===== src/verilog/pattern_driver_defines.svh =====
//######################################
// sizing of the eight-channel pattern driver
// address width must cover the memory depth
// frame layout assumes 8 data bits, one per core
//######################################

`ifndef PATTERN_DRIVER_DEFINES_SVH
`define PATTERN_DRIVER_DEFINES_SVH

// number of driver cores, each with two outputs
`define PD_NUM_DRIVERS 8

// pattern entries per core
`define PD_MEM_LENGTH 48

// bits needed to address one entry
`define PD_MEM_ADDR_W 6

// bits in one spi command frame
`define PD_FRAME_BITS 24

// flops per pin synchronizer, edge stage not included
`define PD_SYNC_STAGES 2

`endif


===== src/verilog/pattern_driver_pkg.sv =====
//######################################
// shared types of the pattern driver
// widths follow the defines header
//######################################

`include "pattern_driver_defines.svh"

package pattern_driver_pkg;

  // command field, frame bits [23:22]
  typedef enum logic [1:0] {
    CMD_NOP    = 2'd0,
    CMD_WRITE  = 2'd1,
    CMD_INVERT = 2'd2,
    CMD_ENABLE = 2'd3
  } cmd_e;

  // address of one pattern entry
  typedef logic [`PD_MEM_ADDR_W-1:0] mem_addr_t;

  // selects one of the driver cores
  typedef logic [$clog2(`PD_NUM_DRIVERS)-1:0] driver_idx_t;

  // bit 0 drives the lower output of the pair
  typedef logic [1:0] entry_t;

endpackage


===== src/verilog/pin_sync.sv =====
//######################################
// all pins are asynchronous to user_clock2_i
// pulses are one cycle wide, a few cycles late
// sclk needs 4 cycles per level to be seen
//######################################

`timescale 1ns/1ps
`include "pattern_driver_defines.svh"

module pin_sync (
  input  logic user_clock2_i,
  input  logic reset_i,
  input  logic sclk_i,
  input  logic mosi_i,
  input  logic ss_n_i,
  input  logic control_trigger_i,
  input  logic latch_data_i,
  output logic sclk_rise_o,
  output logic mosi_o,
  output logic ss_active_o,
  output logic ss_rise_o,
  output logic trigger_rise_o,
  output logic latch_rise_o
);

  localparam int SCLK_B = 0;
  localparam int MOSI_B = 1;
  localparam int SS_B   = 2;
  localparam int TRIG_B = 3;
  localparam int LATCH_B = 4;
  // ss_n idles high, everything else low
  localparam logic [4:0] PIN_IDLE = 5'b00100;

  logic [4:0] pins_in;
  logic [4:0] stage_q [`PD_SYNC_STAGES+1];
  logic [4:0] cur;
  logic [4:0] prev;
  logic [4:0] rise;

  assign pins_in = {latch_data_i, control_trigger_i, ss_n_i, mosi_i, sclk_i};

  // sync chain plus one stage kept for edge detection
  always_ff @(posedge user_clock2_i) begin
    if (reset_i) begin
      for (int i = 0; i <= `PD_SYNC_STAGES; i++) stage_q[i] <= PIN_IDLE;
    end else begin
      stage_q[0] <= pins_in;
      for (int i = 1; i <= `PD_SYNC_STAGES; i++) stage_q[i] <= stage_q[i-1];
    end
  end

  assign cur  = stage_q[`PD_SYNC_STAGES-1];
  assign prev = stage_q[`PD_SYNC_STAGES];
  assign rise = cur & ~prev;

  assign sclk_rise_o    = rise[SCLK_B];
  assign mosi_o         = cur[MOSI_B];
  assign ss_active_o    = ~cur[SS_B];
  // rising ss_n ends the transfer
  assign ss_rise_o      = rise[SS_B];
  assign trigger_rise_o = rise[TRIG_B];
  assign latch_rise_o   = rise[LATCH_B];

endmodule


===== src/verilog/spi_frame_rx.sv =====
//######################################
// spi mode 0 slave, msb first, receive only
// a frame counts only with exactly 24 sclk rises
// while ss is low, anything else is dropped
//######################################

`timescale 1ns/1ps
`include "pattern_driver_defines.svh"

module spi_frame_rx (
  input  logic                      user_clock2_i,
  input  logic                      reset_i,
  input  logic                      sclk_rise_i,
  input  logic                      mosi_i,
  input  logic                      ss_active_i,
  input  logic                      ss_rise_i,
  output logic                      frame_valid_o,
  output logic [`PD_FRAME_BITS-1:0] frame_data_o
);

  // one spare count above a full frame so overlong frames stay invalid
  localparam int CNT_W = $clog2(`PD_FRAME_BITS + 2);

  logic [`PD_FRAME_BITS-1:0] shift_q;
  logic [CNT_W-1:0]          bit_cnt_q;
  logic                      frame_valid_q;
  logic                      full_frame;

  assign full_frame = (bit_cnt_q == CNT_W'(`PD_FRAME_BITS));

  // shift register holds the frame until the next transfer starts
  always_ff @(posedge user_clock2_i) begin
    if (sclk_rise_i && ss_active_i) begin
      shift_q <= {shift_q[`PD_FRAME_BITS-2:0], mosi_i};
    end
  end

  always_ff @(posedge user_clock2_i) begin
    if (reset_i) begin
      bit_cnt_q     <= '0;
      frame_valid_q <= 1'b0;
    end else begin
      frame_valid_q <= ss_rise_i && full_frame;
      if (ss_rise_i) begin
        bit_cnt_q <= '0;
      end else if (sclk_rise_i && ss_active_i && bit_cnt_q != '1) begin
        // saturate, never wraps back onto a valid count
        bit_cnt_q <= bit_cnt_q + 1'b1;
      end
    end
  end

  assign frame_valid_o = frame_valid_q;
  assign frame_data_o  = shift_q;

endmodule


===== src/verilog/command_decoder.sv =====
//######################################
// acts one cycle after frame_valid_i
// writes to addresses past the memory end are dropped
// inversion mask only goes live on a latch edge
//######################################

`timescale 1ns/1ps
`include "pattern_driver_defines.svh"

module command_decoder (
  input  logic                              user_clock2_i,
  input  logic                              reset_i,
  input  logic                              frame_valid_i,
  input  logic [`PD_FRAME_BITS-1:0]         frame_data_i,
  input  logic                              latch_rise_i,
  output logic [`PD_NUM_DRIVERS-1:0]        mem_we_o,
  output pattern_driver_pkg::mem_addr_t     mem_waddr_o,
  output pattern_driver_pkg::entry_t        mem_wdata_o,
  output logic [`PD_NUM_DRIVERS-1:0]        invert_mask_o,
  output logic                              output_enable_o
);

  localparam int NUM_DRV = `PD_NUM_DRIVERS;

  pattern_driver_pkg::cmd_e        cmd;
  pattern_driver_pkg::driver_idx_t idx;
  pattern_driver_pkg::mem_addr_t   addr;
  logic [NUM_DRV-1:0]              we_d;
  logic [NUM_DRV-1:0]              mem_we_q;
  logic [NUM_DRV-1:0]              staged_mask_q;
  logic [NUM_DRV-1:0]              live_mask_q;
  logic                            enable_q;
  pattern_driver_pkg::mem_addr_t   waddr_q;
  pattern_driver_pkg::entry_t      wdata_q;

  // frame fields: cmd [23:22], index [21:19], address [18:13], data [7:0]
  assign cmd  = pattern_driver_pkg::cmd_e'(frame_data_i[23:22]);
  assign idx  = frame_data_i[21:19];
  assign addr = frame_data_i[18:13];

  // one-hot write strobe toward the addressed core
  always_comb begin
    we_d = '0;
    if (frame_valid_i && cmd == pattern_driver_pkg::CMD_WRITE &&
        addr < `PD_MEM_LENGTH) begin
      for (int i = 0; i < NUM_DRV; i++) we_d[i] = (idx == i);
    end
  end

  always_ff @(posedge user_clock2_i) begin
    if (reset_i) begin
      mem_we_q      <= '0;
      staged_mask_q <= '0;
      live_mask_q   <= '0;
      enable_q      <= 1'b0;
    end else begin
      mem_we_q <= we_d;
      if (frame_valid_i) begin
        case (cmd)
          pattern_driver_pkg::CMD_INVERT: staged_mask_q <= frame_data_i[NUM_DRV-1:0];
          pattern_driver_pkg::CMD_ENABLE: enable_q      <= frame_data_i[0];
          default: ;
        endcase
      end
      // latch edge sees the mask staged before this cycle
      if (latch_rise_i) begin
        live_mask_q <= staged_mask_q;
      end
    end
  end

  // write payload, qualified by mem_we_q
  always_ff @(posedge user_clock2_i) begin
    if (frame_valid_i) begin
      waddr_q <= addr;
      wdata_q <= frame_data_i[1:0];
    end
  end

  assign mem_we_o        = mem_we_q;
  assign mem_waddr_o     = waddr_q;
  assign mem_wdata_o     = wdata_q;
  assign invert_mask_o   = live_mask_q;
  assign output_enable_o = enable_q;

endmodule


===== src/verilog/update_sequencer.sv =====
//######################################
// triggers while busy are ignored
// completion pulse lines up with the cores
// showing the last entry on their outputs
//######################################

`timescale 1ns/1ps
`include "pattern_driver_defines.svh"

module update_sequencer (
  input  logic                          user_clock2_i,
  input  logic                          reset_i,
  input  logic                          trigger_rise_i,
  output logic                          rd_en_o,
  output pattern_driver_pkg::mem_addr_t rd_addr_o,
  output logic                          update_cycle_complete_o
);

  localparam pattern_driver_pkg::mem_addr_t LAST_ADDR = `PD_MEM_LENGTH - 1;

  logic                          busy_q;
  pattern_driver_pkg::mem_addr_t addr_q;
  logic                          complete_q;
  logic                          last_step;

  assign last_step = busy_q && (addr_q == LAST_ADDR);

  always_ff @(posedge user_clock2_i) begin
    if (reset_i) begin
      busy_q     <= 1'b0;
      addr_q     <= '0;
      complete_q <= 1'b0;
    end else begin
      // cores register the last entry on this same edge
      complete_q <= last_step;
      if (!busy_q) begin
        if (trigger_rise_i) begin
          busy_q <= 1'b1;
          addr_q <= '0;
        end
      end else if (last_step) begin
        busy_q <= 1'b0;
        addr_q <= '0;
      end else begin
        addr_q <= addr_q + 1'b1;
      end
    end
  end

  assign rd_en_o                 = busy_q;
  assign rd_addr_o               = addr_q;
  assign update_cycle_complete_o = complete_q;

endmodule


===== src/verilog/driver_core.sv =====
//######################################
// one channel, two outputs
// output holds between sweeps
// enable low forces the pair to zero at once
//######################################

`timescale 1ns/1ps
`include "pattern_driver_defines.svh"

module driver_core #(
  parameter int MEM_LENGTH = `PD_MEM_LENGTH
) (
  input  logic                          user_clock2_i,
  input  logic                          reset_i,
  input  logic                          we_i,
  input  pattern_driver_pkg::mem_addr_t waddr_i,
  input  pattern_driver_pkg::entry_t    wdata_i,
  input  logic                          rd_en_i,
  input  pattern_driver_pkg::mem_addr_t rd_addr_i,
  input  logic                          invert_i,
  input  logic                          enable_i,
  output pattern_driver_pkg::entry_t    driver_io_o
);

  pattern_driver_pkg::entry_t mem [MEM_LENGTH];
  pattern_driver_pkg::entry_t out_q;

  // pattern storage, contents undefined until written
  always_ff @(posedge user_clock2_i) begin
    if (we_i && waddr_i < MEM_LENGTH) begin
      mem[waddr_i] <= wdata_i;
    end
  end

  always_ff @(posedge user_clock2_i) begin
    if (reset_i) begin
      out_q <= '0;
    end else if (rd_en_i) begin
      // mask bit flips both outputs of the pair
      out_q <= mem[rd_addr_i] ^ {2{invert_i}};
    end
  end

  assign driver_io_o = enable_i ? out_q : '0;

endmodule


===== src/verilog/pattern_driver_top.sv =====
//######################################
// eight-channel serial-programmed pattern driver
// single clock domain, synchronous reset
// no frames may be sent during an update
//######################################

`timescale 1ns/1ps
`include "pattern_driver_defines.svh"

module pattern_driver_top (
  input  logic                            user_clock2_i,
  input  logic                            reset_i,
  input  logic                            sclk_i,
  input  logic                            mosi_i,
  input  logic                            ss_n_i,
  input  logic                            control_trigger_i,
  input  logic                            latch_data_i,
  output logic [2*`PD_NUM_DRIVERS-1:0]    driver_io_o,
  output logic                            update_cycle_complete_o
);

  logic                          sclk_rise;
  logic                          mosi_s;
  logic                          ss_active;
  logic                          ss_rise;
  logic                          trigger_rise;
  logic                          latch_rise;
  logic                          frame_valid;
  logic [`PD_FRAME_BITS-1:0]     frame_data;
  logic [`PD_NUM_DRIVERS-1:0]    mem_we;
  pattern_driver_pkg::mem_addr_t mem_waddr;
  pattern_driver_pkg::entry_t    mem_wdata;
  logic [`PD_NUM_DRIVERS-1:0]    invert_mask;
  logic                          output_enable;
  logic                          rd_en;
  pattern_driver_pkg::mem_addr_t rd_addr;

  pin_sync pin_sync_i (
    .user_clock2_i     (user_clock2_i),
    .reset_i           (reset_i),
    .sclk_i            (sclk_i),
    .mosi_i            (mosi_i),
    .ss_n_i            (ss_n_i),
    .control_trigger_i (control_trigger_i),
    .latch_data_i      (latch_data_i),
    .sclk_rise_o       (sclk_rise),
    .mosi_o            (mosi_s),
    .ss_active_o       (ss_active),
    .ss_rise_o         (ss_rise),
    .trigger_rise_o    (trigger_rise),
    .latch_rise_o      (latch_rise)
  );

  spi_frame_rx spi_frame_rx_i (
    .user_clock2_i (user_clock2_i),
    .reset_i       (reset_i),
    .sclk_rise_i   (sclk_rise),
    .mosi_i        (mosi_s),
    .ss_active_i   (ss_active),
    .ss_rise_i     (ss_rise),
    .frame_valid_o (frame_valid),
    .frame_data_o  (frame_data)
  );

  command_decoder command_decoder_i (
    .user_clock2_i   (user_clock2_i),
    .reset_i         (reset_i),
    .frame_valid_i   (frame_valid),
    .frame_data_i    (frame_data),
    .latch_rise_i    (latch_rise),
    .mem_we_o        (mem_we),
    .mem_waddr_o     (mem_waddr),
    .mem_wdata_o     (mem_wdata),
    .invert_mask_o   (invert_mask),
    .output_enable_o (output_enable)
  );

  update_sequencer update_sequencer_i (
    .user_clock2_i           (user_clock2_i),
    .reset_i                 (reset_i),
    .trigger_rise_i          (trigger_rise),
    .rd_en_o                 (rd_en),
    .rd_addr_o               (rd_addr),
    .update_cycle_complete_o (update_cycle_complete_o)
  );

  // all cores share the write bus and the read sweep
  for (genvar n = 0; n < `PD_NUM_DRIVERS; n++) begin : gen_core
    driver_core #(
      .MEM_LENGTH (`PD_MEM_LENGTH)
    ) core_i (
      .user_clock2_i (user_clock2_i),
      .reset_i       (reset_i),
      .we_i          (mem_we[n]),
      .waddr_i       (mem_waddr),
      .wdata_i       (mem_wdata),
      .rd_en_i       (rd_en),
      .rd_addr_i     (rd_addr),
      .invert_i      (invert_mask[n]),
      .enable_i      (output_enable),
      .driver_io_o   (driver_io_o[2*n +: 2])
    );
  end

endmodule


===== config.mk =====
export PLATFORM = sky130hd
export DESIGN_NAME = pattern_driver_top
export DESIGN_NICKNAME = d
export VERILOG_FILES = /design/src/verilog/pattern_driver_pkg.sv /design/src/verilog/pin_sync.sv /design/src/verilog/spi_frame_rx.sv /design/src/verilog/command_decoder.sv /design/src/verilog/update_sequencer.sv /design/src/verilog/driver_core.sv /design/src/verilog/pattern_driver_top.sv
export VERILOG_INCLUDE_DIRS = /design/src /design/src/verilog
export SDC_FILE = /design/constraint.sdc
export NUM_CORES = 1
export LEC_CHECK = 0
export BUFFER_PORTS_ARGS = -buffer_cell sky130_fd_sc_hd__buf_2
export CORE_ASPECT_RATIO = 0.8
export CORE_MARGIN = 1
export CORE_UTILIZATION = 57
export DETAILED_ROUTE_END_ITERATION = 16
export GPL_ROUTABILITY_DRIVEN = 0
export HOLD_SLACK_MARGIN = 0.02
export PLACE_DENSITY = 0.81
export SLEW_MARGIN = 20
export SYNTH_ARGS = -nofsm -noshare
export SYNTH_HDL_FRONTEND = slang
export SYNTH_SLANG_ARGS = --single-unit
export TNS_END_PERCENT = 1

===== constraint.sdc =====
create_clock -name user_clock2_i -period 6.9 [get_ports user_clock2_i]
set_input_delay 0.69 -clock user_clock2_i [delete_from_list [all_inputs] [get_ports user_clock2_i]]
set_output_delay 0.69 -clock user_clock2_i [all_outputs]
set_load 0.005 [all_outputs]

==> summary.json <==
{
  "critical_path": {
    "regToRegSetupSlack_ps": 3500,
    "reg2reg_depth": 6,
    "max_stage_delay_ps": 780,
    "cp.required_ps": 7380,
    "critical_path.max_fanout": 76,
    "path_depth": 6,
    "crit_slowest_cell": "sky130_fd_sc_hd__dfxtp_4",
    "cp_num_buf_inv": 1,
    "worst_path_dominant_cell_family": "multiplexers",
    "timing.critical_path.arrival_ps": 3880,
    "timing.critical_path.to_type": "register",
    "criticalPathCategory": "reg2reg",
    "cp-start-kind": "register",
    "cp_cell_sequence": "buf_12 -> mux4_2 -> mux4_2 -> mux2i_1 -> xor2_1 -> o22ai_1",
    "timing.critical_path.mode_cell": "sky130_fd_sc_hd__mux4_2"
  },
  "placement": {
    "postPlaceCellArea_mm2": 0.0358,
    "pre_cts_ws_ps": 3500,
    "detailed_place_hpwl_um": 45700,
    "port-buffer-count": 23
  },
  "cts": {
    "clock_latency_ps": 630,
    "postCtsSetupRepairBufs": 0,
    "clock_sink_count": 875,
    "cts_tree": "built",
    "cts.hold.buffers_added": 0,
    "cts.path.max_buffers": 3,
    "number_of_instances_resized_during_post_cts_repair": 0,
    "htreeDepth": 3,
    "ctsRootBufferMaster": "sky130_fd_sc_hd__clkbuf_16",
    "cts_buffers": 78,
    "clkTransAtPathRegs_ps": 60
  },
  "timing": {
    "final-hold-violation-count": 0,
    "worst_clock_skew_ps": 27.6,
    "fin_ws_ps": 3500,
    "tightestPinTransition_ps": 1210,
    "maxSlewHeadroom_pct": 18.8,
    "finalCritPeriodShare_pct": 49.2,
    "final.min_clock_period_ps": 3400,
    "finalSetupTns_ps": 0,
    "fmaxAchievable_ghz": 0.294,
    "setup_repair_after_global_routing_missed_its_margin": "false",
    "final-setup-viol-count": 0,
    "slew_viol_final": 0
  },
  "yosys": {
    "syn_area_per_cell_um2": 17.8,
    "synthCells": 1959,
    "ys_ff_latch": 875,
    "synth-warning-count": 0,
    "muxShareOfSynthArea_pct": 16.3,
    "synthesized_netlist_net_count": 1970,
    "cell_area_after_synthesis_mm2": 0.0350,
    "synth_async_sr_flop_share_pct": 0,
    "synthXorXnorAreaFrac_pct": 1.30,
    "synth_enable_flop_cells": 800,
    "synth_area_in_compound_gates_pct": 0.984,
    "dominantRegCellSynth": "sky130_fd_sc_hd__edfxtp_1",
    "synth_cell_types": 38,
    "synth_top_family_by_area": "multiplexers",
    "synth.yosys.seq_area_share_pct": 73.0,
    "post_synth_fa_ha_maj_area_fraction_pct": 0.143,
    "synth_simple_gate_area_share_pct": 6.52
  },
  "floorplan": {
    "die_x_um": 279,
    "i_o_pins": 24,
    "row_count": 80,
    "core_area_mm2": 0.0602,
    "die-height_um": 224,
    "dieArea_mm2": 0.0623,
    "initial_utilization_pct": 58.1
  },
  "route": {
    "route.detailed.wl_per_inst_um": 27.9,
    "residual_antenna_violating_net_count_after_detailed_routing": 0,
    "wl_um": 79000,
    "route.detailed.drc": 0,
    "num_vias": 18200,
    "routed_via_density": 6.42,
    "drtPass1Iterations": 8,
    "detail_route.iter0.violations": 2632
  },
  "power": {
    "total_power_uw": 10300,
    "power.leakage_uw": 0.0114,
    "power.ir.vdd_worst_mv": 0.213,
    "power-per-cell-area_mw_per_mm2": 269
  },
  "status": {
    "status": "finished clean"
  },
  "finish": {
    "final_nets": 1965,
    "finalInstanceArea_mm2": 0.0384,
    "area_growth_syn_to_layout_pct": 9.76,
    "drive_gt1_share_pct": 19.7
  },
  "global_routing": {
    "antenna_violations_before_repair": 0,
    "grt_start_max_net_pins": 213,
    "grt_overflow_total": 0,
    "global_route_wire_length_before_repair_um": 117000,
    "total_track_usage_pct": 25.9,
    "number_of_global_route_vias_before_repair": 18400
  },
  "run": {
    "maxCapViolations": 0
  },
  "min_path": {
    "min_path_type": "in2reg",
    "hold_depth": 2
  }
}
==> per-stage QoR <==
| stage | utilization [%] | std cells | hold slack [ps] |
|---|---|---|---|
| after floorplan | - | 1959 | 386 |
| after global placement | 59.5 | 2694 | 398 |
| after detailed placement | 59.5 | 2694 | 392 |
| after CTS | 63.8 | 2835 | 231 |
| after global routing | 63.8 | 2835 | 247 |
| final | 63.8 | 2836 | 258 |
==> metal layers <==
layer	vias up	global-route usage (%)	share of wire, %
met5	-	0	0
met4	0	8.56	3.2
met3	190	5.60	10
met2	1043	40.9	48
met1	9414	36.3	39
li1	7560	-	-
==> placed cells by master (no fill, tap or decap), types with 4 or more instances in the layout <==
| cell type | n |
|---|---|
| sky130_fd_sc_hd__edfxtp_1 | 800 |
| sky130_fd_sc_hd__nor2_1 | 421 |
| sky130_fd_sc_hd__mux4_2 | 224 |
| sky130_fd_sc_hd__clkbuf_16 | 79 |
| sky130_fd_sc_hd__dfxtp_1 | 71 |
| sky130_fd_sc_hd__mux2i_1 | 66 |
| sky130_fd_sc_hd__nand2_1 | 61 |
| sky130_fd_sc_hd__xnor2_1 | 33 |
| sky130_fd_sc_hd__buf_2 | 23 |
| sky130_fd_sc_hd__xor2_1 | 19 |
| sky130_fd_sc_hd__and2_1 | 16 |
| sky130_fd_sc_hd__a222oi_1 | 16 |
| sky130_fd_sc_hd__o22ai_1 | 16 |
| sky130_fd_sc_hd__clkbuf_1 | 15 |
| sky130_fd_sc_hd__buf_4 | 14 |
| sky130_fd_sc_hd__nor2b_1 | 12 |
| sky130_fd_sc_hd__clkinv_1 | 12 |
| sky130_fd_sc_hd__clkinv_2 | 10 |
| sky130_fd_sc_hd__bufinv_16 | 10 |
| sky130_fd_sc_hd__nor3b_1 | 7 |
| sky130_fd_sc_hd__nor3_1 | 7 |
| sky130_fd_sc_hd__a21oi_1 | 7 |
| sky130_fd_sc_hd__inv_1 | 6 |
| sky130_fd_sc_hd__buf_12 | 6 |
| sky130_fd_sc_hd__and3_1 | 5 |
| sky130_fd_sc_hd__inv_6 | 5 |
| sky130_fd_sc_hd__nand2_4 | 4 |
| sky130_fd_sc_hd__nand2b_1 | 4 |
| sky130_fd_sc_hd__ha_1 | 4 |
| sky130_fd_sc_hd__clkinvlp_4 | 4 |
==> report_power, final <==
| part | leakage (uW) | switching, uW | total [uW] | internal (uW) |
|---|---|---|---|---|
| Sequential | 0.00780 | 15.2 | 5720 | 5700 |
| Combinational | 0.00232 | 84.6 | 184 | 99.5 |
| Clock | 0.00124 | 1930 | 4430 | 2510 |
| Total | 0.0114 | 2030 | 10300 | 8310 |
==> registers in the layout, summed over array words and instances, names as in the netlist, 6 cells and up, named ones only <==
name	flops
pin_sync_i.stage_q	14
spi_frame_rx_i.frame_data_o	24
command_decoder_i.mem_we_o	8
gen_core.core_i.mem	768
command_decoder_i.staged_mask_q	8
update_sequencer_i.rd_addr_o	6
command_decoder_i.mem_waddr_o	6
gen_core.core_i.out_q	16
command_decoder_i.invert_mask_o	8
==> synthesized netlist by cell type, drive strengths merged (3+ instances only) <==
master | count | share of area (%)
and3b | 3 | 0.075
mux4 | 224 | 14
edfxtp | 800 | 69
nor3b | 8 | 0.17
and3 | 5 | 0.089
o22ai | 16 | 0.29
xnor2 | 33 | 0.83
nor2b | 12 | 0.21
or2 | 4 | 0.072
nand2 | 68 | 0.73
mux2i | 66 | 1.9
xor2 | 19 | 0.48
ha | 4 | 0.14
nand3 | 3 | 0.043
clkbuf | 88 | 0.94
a222oi | 16 | 0.46
a21oi | 7 | 0.10
dfxtp | 75 | 4.3
nand2b | 4 | 0.072
nor2 | 421 | 4.5
and2 | 16 | 0.29
inv | 6 | 0.064
buf | 40 | 0.71
nor3 | 7 | 0.10
==> path summary, 6_finish.rpt <==
path                       startpoint                        endpoint
min reg2reg  pin_sync_i.stage_q[0][6]  spi_frame_rx_i.frame_data_o[0]
max                          register     gen_core[1].core_i.out_q[1]
min                            ss_n_i        pin_sync_i.stage_q[0][2]
max reg2reg                  register     gen_core[1].core_i.out_q[1]
==> layout make-up <==
type	count	area, um^2
clock buffers	95	2050
inverters	6	22.5
well taps	820	1030
multi-input cells	950	8880
clock inverters	46	520
diodes	1	2.50
repair buffers	43	340
fillers	3878	21800
flip-flops and latches	875	25500
==> logic make-up (layout without fill, tap and decap cells) <==
group / Yosys count / after routing
and+or+nand+nor: 558 / 558
muxes: 290 / 290
buffers and inverters: 134 / 190
adders and majority gates: 4 / 4
DFF: 875 / 875
other: 0 / 1
xor gates and xnor gates: 52 / 52
AOI/OAI and AO/OA: 46 / 46
No activity file was read; power rests on OpenSTA's default activity.
